File: src/coreTypes.sv
// shared widths, register index, instruction views and class codes
// for the operand-fetch slice of the pipeline
package coreTypes;

  // datapath and register file sizes
  localparam int dataWidth = 32;
  localparam int regCount = 16;

  // r15 doubles as the program counter
  localparam int pcIndex = 15;
  localparam int pcStride = 4;

  // class field value that selects the branch view
  localparam logic [2:0] branchClass = 3'b101;

  typedef logic [dataWidth-1:0] word_t;
  typedef logic [3:0] regIdx_t;

  // data-processing view, low nibble of operand names rm
  typedef struct packed {
    logic [3:0] condition;
    logic [2:0] instrClass;
    logic [3:0] opcode;
    logic setFlags;
    regIdx_t rn;
    regIdx_t rd;
    logic [11:0] operand;
  } dpFields_t;

  // branch view, word offset still unscaled
  typedef struct packed {
    logic [3:0] condition;
    logic [2:0] instrClass;
    logic link;
    logic [23:0] offset;
  } brFields_t;

  // one fetched word, read through either format
  typedef union packed {
    dpFields_t dp;
    brFields_t br;
  } instr_t;

endpackage
File: src/readPortIf.sv
// three register read ports, addresses in and values back in the same cycle
`timescale 1ns/1ns

interface readPortIf;

  coreTypes::regIdx_t addrA;
  coreTypes::regIdx_t addrB;
  coreTypes::regIdx_t addrC;
  coreTypes::word_t dataA;
  coreTypes::word_t dataB;
  coreTypes::word_t dataC;

  // register file answers whatever is addressed
  modport server (input addrA, addrB, addrC, output dataA, dataB, dataC);

  // decode stage owns the addresses
  modport addrSide (output addrA, addrB, addrC);

  // execute latch owns the returned values
  modport dataSide (input dataA, dataB, dataC);

endinterface

File: src/decodeIf.sv
// decoded instruction passed from the IF/ID stage to the ID/EX latch
`timescale 1ns/1ns

interface decodeIf;

  logic valid;
  logic isBranch;
  logic link;
  logic [3:0] opcode;
  coreTypes::regIdx_t rd;
  // already sign extended and scaled by four
  coreTypes::word_t offset;

  modport source (output valid, isBranch, link, opcode, rd, offset);

  modport sink (input valid, isBranch, link, opcode, rd, offset);

endinterface

File: src/operandFetch.sv
// operand-fetch slice top, decode then register read then execute latch
// two edges from instrValid to exValid
`timescale 1ns/1ns

module operandFetch (
  input  logic clk,
  input  logic clr,
  input  logic instrValid,
  input  coreTypes::word_t instr,
  input  logic wrEn,
  input  coreTypes::regIdx_t wrAddr,
  input  coreTypes::word_t wrData,
  input  logic pcStep,
  output coreTypes::word_t pc,
  output logic exValid,
  output logic exBranch,
  output logic exLink,
  output logic [3:0] exOpcode,
  output coreTypes::regIdx_t exRd,
  output coreTypes::word_t exA,
  output coreTypes::word_t exB,
  output coreTypes::word_t exC
);

  // decode to execute fields
  decodeIf decBus ();
  // addresses from decode, values to execute
  readPortIf readBus ();

  regFile regs (
    .clk    (clk),
    .clr    (clr),
    .wrEn   (wrEn),
    .wrAddr (wrAddr),
    .wrData (wrData),
    .pcStep (pcStep),
    .rd     (readBus),
    .pc     (pc)
  );

  decodeStage decode (
    .clk        (clk),
    .clr        (clr),
    .instrValid (instrValid),
    .instr      (coreTypes::instr_t'(instr)),
    .dec        (decBus),
    .rd         (readBus)
  );

  executeLatch execute (
    .clk      (clk),
    .clr      (clr),
    .dec      (decBus),
    .rd       (readBus),
    .exValid  (exValid),
    .exBranch (exBranch),
    .exLink   (exLink),
    .exOpcode (exOpcode),
    .exRd     (exRd),
    .exA      (exA),
    .exB      (exB),
    .exC      (exC)
  );

endmodule

File: src/executeLatch.sv
// ID/EX register, picks operands by instruction format and captures them
// with the flags and destination of the instruction
`timescale 1ns/1ns

module executeLatch (
  input  logic clk,
  input  logic clr,
  decodeIf.sink dec,
  readPortIf.dataSide rd,
  output logic exValid,
  output logic exBranch,
  output logic exLink,
  output logic [3:0] exOpcode,
  output coreTypes::regIdx_t exRd,
  output coreTypes::word_t exA,
  output coreTypes::word_t exB,
  output coreTypes::word_t exC
);

  coreTypes::word_t opB;
  coreTypes::word_t opC;

  // port A already carries the pc for a branch
  // B becomes the scaled offset, C is unused so zero
  always_comb
  begin
    opB = dec.isBranch ? dec.offset : rd.dataB;
    opC = dec.isBranch ? '0 : rd.dataC;
  end

  always_ff @(posedge clk or negedge clr)
  begin
    if (!clr)
    begin
      exValid <= 1'b0;
      exBranch <= 1'b0;
      exLink <= 1'b0;
      exOpcode <= '0;
      exRd <= '0;
      exA <= '0;
      exB <= '0;
      exC <= '0;
    end
    else
    begin
      exValid <= dec.valid;
      // payload holds its last value between instructions
      if (dec.valid)
      begin
        exBranch <= dec.isBranch;
        exLink <= dec.link;
        exOpcode <= dec.opcode;
        exRd <= dec.rd;
        exA <= rd.dataA;
        exB <= opB;
        exC <= opC;
      end
    end
  end

endmodule

File: src/decodeStage.sv
// IF/ID register, holds the fetched word and splits it by format
// drives read addresses and the decoded fields for the execute latch
`timescale 1ns/1ns

module decodeStage (
  input  logic clk,
  input  logic clr,
  input  logic instrValid,
  input  coreTypes::instr_t instr,
  decodeIf.source dec,
  readPortIf.addrSide rd
);

  logic validQ;
  coreTypes::instr_t instrQ;
  logic branch;

  // valid bit is control, cleared with clr
  always_ff @(posedge clk or negedge clr)
  begin
    if (!clr)
      validQ <= 1'b0;
    else
      validQ <= instrValid;
  end

  // instruction word only moves on a valid issue
  always_ff @(posedge clk)
  begin
    if (instrValid)
      instrQ <= instr;
  end

  // class field sits at the same bits in both views
  assign branch = (instrQ.br.instrClass == coreTypes::branchClass);

  assign dec.valid = validQ;
  assign dec.isBranch = branch;
  assign dec.link = instrQ.br.link;
  assign dec.opcode = instrQ.dp.opcode;
  assign dec.rd = instrQ.dp.rd;

  // offset times four, sign taken from bit 23
  assign dec.offset = {{6{instrQ.br.offset[23]}}, instrQ.br.offset, 2'b00};

  // branch reads the pc through port A
  assign rd.addrA = branch ? coreTypes::regIdx_t'(coreTypes::pcIndex) : instrQ.dp.rn;
  // rm lives in the low nibble of operand
  assign rd.addrB = instrQ.dp.operand[3:0];
  assign rd.addrC = instrQ.dp.rd;

endmodule

File: src/regFile.sv
// sixteen-entry register file, r15 is the program counter
// one write port, three combinational read ports, pc advance by stride
`timescale 1ns/1ns

module regFile (
  input  logic clk,
  input  logic clr,
  input  logic wrEn,
  input  coreTypes::regIdx_t wrAddr,
  input  coreTypes::word_t wrData,
  input  logic pcStep,
  readPortIf.server rd,
  output coreTypes::word_t pc
);

  coreTypes::word_t regs [coreTypes::regCount];

  // one-hot write enable from the write address
  logic [coreTypes::regCount-1:0] wrSel;

  always_comb
  begin
    for (int i = 0; i < coreTypes::regCount; i++)
    begin
      wrSel[i] = wrEn && (wrAddr == coreTypes::regIdx_t'(i));
    end
  end

  // whole array clears with clr
  // a write to r15 wins over the pc advance
  always_ff @(posedge clk or negedge clr)
  begin
    if (!clr)
    begin
      for (int i = 0; i < coreTypes::regCount; i++)
      begin
        regs[i] <= '0;
      end
    end
    else
    begin
      for (int i = 0; i < coreTypes::regCount; i++)
      begin
        if (wrSel[i])
        begin
          regs[i] <= wrData;
        end
        else if (pcStep && i == coreTypes::pcIndex)
        begin
          regs[i] <= regs[i] + coreTypes::word_t'(coreTypes::pcStride);
        end
      end
    end
  end

  // three independent read muxes, no write bypass
  // a read in the write cycle sees the old value
  assign rd.dataA = regs[rd.addrA];
  assign rd.dataB = regs[rd.addrB];
  assign rd.dataC = regs[rd.addrC];

  // current pc for the outside
  assign pc = regs[coreTypes::pcIndex];

endmodule

File: config.mk
export PLATFORM = sky130hd
export DESIGN_NAME = operandFetch
export DESIGN_NICKNAME = d
export VERILOG_FILES = /design/src/coreTypes.sv /design/src/readPortIf.sv /design/src/decodeIf.sv /design/src/operandFetch.sv /design/src/executeLatch.sv /design/src/decodeStage.sv /design/src/regFile.sv
export SDC_FILE = /design/constraint.sdc
export NUM_CORES = 2
export LEC_CHECK = 0
export BUFFER_PORTS_ARGS = -buffer_cell sky130_fd_sc_hd__buf_2
export CORE_MARGIN = 2
export CORE_UTILIZATION = 25
export DETAILED_ROUTE_END_ITERATION = 7
export HOLD_SLACK_MARGIN = 0.03
export PLACE_DENSITY = 0.44
export SLEW_MARGIN = 20
export SYNTH_ARGS = -nofsm -noshare
export SYNTH_HDL_FRONTEND = slang
export SYNTH_HIERARCHICAL = 1
export SYNTH_SLANG_ARGS = --single-unit
File: constraint.sdc
create_clock -name clk -period 5.1 [get_ports clk]
set_clock_uncertainty 0.05 [all_clocks]
set_input_delay 0.51 -clock clk [delete_from_list [all_inputs] [get_ports clk]]
set_output_delay 0.51 -clock clk [all_outputs]
set_load 0.005 [all_outputs]
======== Word-level counts from Yosys, hierarchy flattened ========
Index checks and enable logic that the tools add are counted.
storage, ports and cells
  memories ................................ 0
  input bits .............................. 73
  memory bits (writable) .................. 0
  flip-flop bits (word level) ............. 648
  output and inout bits ................... 139
  latch bits .............................. 0
  memory bits (read-only) ................. 0
operators by class
  eq/ne operators ......................... 16
  mux-type cells .......................... 14
  divide/modulo/power cells ............... 0
  bitwise logic cells ..................... 3
  $mul .................................... 0
  reduce and logical (&&, ||, !) cells .... 18
  order comparisons ....................... 3
  add/sub/neg operators ................... 1
  shifts and indexed selects .............. 0
operators with widths
  kind                                                       count
  binary-select mux 32 bit (select 4 bit)                    3
  two-way mux 32 bit                                         10
  adder 32 x 3 -> 32 bit (second input constant)             1
  equality test 4 bit (second input constant)                8
  equality test 4 x 3 -> 1 bit (second input constant)       4
  logical AND 1 bit                                          16
  greater-or-equal comparator 5 bit (second input constant)  3
  NOT 4 -> 5 bit                                             3
  equality test 4 x 2 -> 1 bit (second input constant)       2
  equality test 4 x 1 -> 1 bit (second input constant)       1
  zero test 4 bit                                            1
  two-way mux 4 bit                                          1
  equality test 3 bit (second input constant)                1
  nonzero test 2 bit                                         1

======== Logic depth before layout (Yosys ltp) ========
  depth after elaboration ................. 6
  gate-level depth with buffers ........... 7
  gate-level depth less buffers ........... 6

======== By module ========
The synthesis kept the hierarchy.
modules (own cells, without submodules)
  module        cells each  times used  area each (um2)
  regFile       1882        1           31183.7
  executeLatch  367         1           4516.8
  decodeStage   84          1           1278.7

======== Least setup slack after synthesis ========
Ideal clock, no wire load.
  kind .................................... register -> register
  start ................................... register decode/instrQ[26] (netlist bit)
  end ..................................... register execute.exA[10]
  data arrival time ....................... 2374 ps
  cell stages (with the launch flop) ...... 8
  clock period less this slack ............ 2549 ps
  setup time .............................. 125 ps
  data required time ...................... 4925 ps
  path slack .............................. 2551 ps
  cell sequence ........................... edfxtp_1 > nand3b_4 > nand2b_1 > clkbuf_1 > buf_2 > mux4_2 > mux4_2 > mux2_2
on the way
  cells in the longest elaborated chain, start to end .. 6
RTL lines
  element                                                 line                text
  from (decl)                                             decodeStage.sv:15   coreTypes::instr_t instrQ;
  from (signal assigned)                                  decodeStage.sv:31   instrQ <= instr;
  equality test 3 bit                                     decodeStage.sv:35   assign branch = (instrQ.br.instrClass == coreTypes::branchClass);
  two-way mux 4 bit                                       decodeStage.sv:47   assign rd.addrA = branch ? coreTypes::regIdx_t'(coreTypes::pcIndex) : instrQ.dp.rn;
  via readBus.addrA[0]                                    readPortIf.sv:6     coreTypes::regIdx_t addrA;
  NOT 4 -> 5 bit (implied by the code)                    regFile.sv:58       assign rd.dataA = regs[rd.addrA];
  binary-select mux 32 bit (select 4 bit)                 regFile.sv:58
  two-way mux 32 bit (implied by the code) (2 in series)  regFile.sv:58
  via readBus.dataA[10]                                   readPortIf.sv:9     coreTypes::word_t dataA;
  to (signal assigned)                                    executeLatch.sv:54  exA <= rd.dataA;
  to (decl)                                               executeLatch.sv:15  output coreTypes::word_t exA,
The timed path passes the listed nets, and every way through them passes these cells. The select of a mux whose other input is x is not followed.
A chain may end at the register's enable or synchronous reset.

======== Worst setup path in the final report ========
  start ................................... register decode/instrQ[26] (netlist bit)
  end ..................................... register execute.exA[2]
The elaborated chain is that of the path after synthesis.

==> impl_results.md <==
* Status: completed
* Post-synth top area share at 0.420
* First-pass GRT wire length at ~190000 um
* I/O pins at between 200 and 250
* WP data required at 5600 ps
* CP max-delay cell: nand2b_4
* Final wirelength at around 130000 um
* Pre-CTS WS at 1820 ps
* Final Instance Area at approximately 43000 um^2
* Clock buffer depth at 3
* Post-cts sizing count at 0
* PortBufs at 207
* Tightest Pin Transition at 1160 ps
* Most frequent cells in the layout: dfrtp_1, mux4_2, mux2_1, buf_2, mux2_2
* Via count of the routed design at 22.8k
* CP Class: flip-flop to flip-flop
* CTS tree: built
* Period utilization at 0.626
* CP Cell Sequence: nand3b_4, nand2b_4, buf_4, mux4_2, mux4_2, mux2_2
* Final setup viols at 0
* Pin count of the biggest net entering global routing at 153
* RSZ-0062 raised after global routing: false
* Area contributors post-synth: dfrtp_1, mux4_2, mux2_1
* Die area at between 150000 and 200000 um^2
* Crit. End Element: flip-flop
* Synth cell types at 42
* WL per Instance at 29.4 um
* Synth Register Bits at 648
* Number of global-route vias before repair at roughly 24k
* Root Driver: clkbuf_16
* DRT Pass-1 Iters at 5
* Worst setup margin at approximately 1900 ps
* Worst path max stage delay at roughly 600 ps
* Synth area leader: dfrtp_1
* Initial antenna violation count at 26
* Overall Global Routing Usage at 0.171
* Initial core utilization at 0.251
* CP dominant cell by count: mux4_2
* Std cell rows at approximately 140
* Ys Warns at 6
* Post-synthesis sequential area ratio at 0.442
* DR iter-0 viols at 1691
* Post-CTS setup buffer count at 0
* Fin. max-slew vios at 0
* Routed Antenna Nets at 0
* Cts bufs inserted at 84
* CP max FO at 24
* Placement Cell Area at 39600 um^2
* Hpwl dp at 77300 um
* Syn Area/Cell at 15.9 um^2
* Sink Count at 648
* Commonest non-fill, non-tap cell in the layout: dfrtp_1
* DRC viols at 0
* Die height at slightly below 400 um
* Hold WC Path Type: input pin to flip-flop
* Core area at 147000 um^2
* Leakage at 0.0169 uW
* Worst hold margin at 180 ps
* Final worst path period need at approximately 3200 ps
* Crit path launch type: flip-flop
* Vias/cell at 5.17
* Mapped Cells at around 2.3k
* VDD IR max at 0.242 mV
* Filler cells at 14.6k
* Placer congestion estimate at between 0.7 and 0.8
* Slew HR at 0.224
* Max H-tree Level at 3
* Layout Nets at about 2.5k
* Reg-to-reg slack, setup at roughly 1900 ps
* CP Buf/Inv Count at 1
* CTS Hold Bufs at 29
* PwrDens at 441 nW/um^2
* Achievable frequency at 313 MHz
* Design Power at 18800 uW
* Clock transition at path regs at 60 ps
* Hold Violations, Final at 0
* Die Wd at ~390 um
* Layout cells sized above 1 at 0.423
* Final setup TNS at 0 ps
* Arrival time worst endpoint at 3700 ps
* Max Cap Viol at 0
* Area Growth Syn to Fin at 15.3%
* Synthesized area at 37000 um^2
* Gr ovfl total at 0
* Crit path max-delay family: multiplexers
* Clock latency on the worst-skew pair at a little under 700 ps
layout make-up:
class                      instances  area, um^2  area share
inverter                          35         133     0.00311
clock inverter                    35         300     0.00704
tap                             1930        2410      0.0566
clock buffer                     121        2480      0.0581
timing repair buffer             293        2070      0.0485
sequential                       648       16400       0.384
antenna                            2        5.00    0.000117
multi-input combinational       1343       18900       0.443
routing by layer:
metal / wire length [um] / GRT usage / vias up / part of all wire
li1: - / - / 9237 / -
met1: 56500 / 0.233 / 12600 / 0.44
met2: 62000 / 0.275 / 745 / 0.48
met3: 7490 / 0.0344 / 192 / 0.058
met4: 3330 / 0.0528 / 24 / 0.026
met5: 150 / 0 / - / 0.0012
kinds of logic (layout without fill, tap and decap cells):
group | after synthesis | in the layout | share of synthesized area
multiplexers | 1037 | 1037 | 0.461
other | 1 | 4 | 0.000101
XOR/XNOR | 29 | 29 | 0.00687
adder cells (fa/ha/maj) | 1 | 1 | 0.000338
AND/OR/NAND/NOR | 180 | 180 | 0.0265
buffers and inverters | 343 | 484 | 0.0502
flip-flops | 648 | 648 | 0.442
AO/OA/AOI/OAI | 94 | 94 | 0.0128
worst paths after layout:
check,from,to,cells past startpoint
min reg2reg,execute/exOpcode[1]$_DFFE_PN0P_,execute/exOpcode[1]$_DFFE_PN0P_,1
max,decode/instrQ[26]$_DFFE_PP_,execute/exA[2]$_DFFE_PN0P_,6
max reg2reg,decode/instrQ[26]$_DFFE_PP_,execute/exA[2]$_DFFE_PN0P_,6
min,wrData[20],regs/pc[20]$_DFFE_PN0P_,3
max in group asynchronous,clr,regs/regs[199]$_DFFE_PN0P_,3
min in group asynchronous,clr,execute/exOpcode[2]$_DFFE_PN0P_,2
sequential cells by signal, indices dropped and copies added, names as in the netlist, 4 cells and up:
signal / cells
execute/exA: 32
regs/pc: 32
decode/instrQ: 28
execute/exB: 32
regs/regs: 480
execute/exC: 32
execute/exRd: 4
execute/exOpcode: 4
report_power, final:
part           switching [uW]  internal [uW]  total, uW
Combinational            2110           2990       5100
Sequential               1270           6430       7710
Clock                    2430           3570       6000
worst reg2reg max path: stages, from the launching register on:
cell,delay (ps)
edfxtp_1,360
nand3b_4,260
nand2b_4,590
buf_4,480
mux4_2,570
mux4_2,500
mux2_2,270
stage by stage:
step / instances / utilization
3_5_place_dp: 4219 / 0.268
5_1_grt: 4407 / 0.290
6_report: 4407 / 0.290
3_3_place_gp: 4218 / 0.268
2_1_floorplan: 2334 / -
4_1_cts: 4404 / 0.289
cells in the mapped netlist, drive strengths merged:
cell type / n
or3b: 1
xnor2: 13
mux4: 480
nor3b: 1
inv: 35
a21oi: 62
nand3b: 36
ha: 1
edfxtp: 28
nand3: 14
dlygate4sd1: 1
nor3: 3
nand4: 10
o21ai: 32
mux2i: 33
nor4: 3
and4: 2
buf: 195
or3: 3
conb: 1
and3: 11
or2: 1
nand2: 10
clkbuf: 112
dfrtp: 620
xor2: 16
nand2b: 7
mux2: 524
nor2: 78
(Power assumes the default switching activity.)
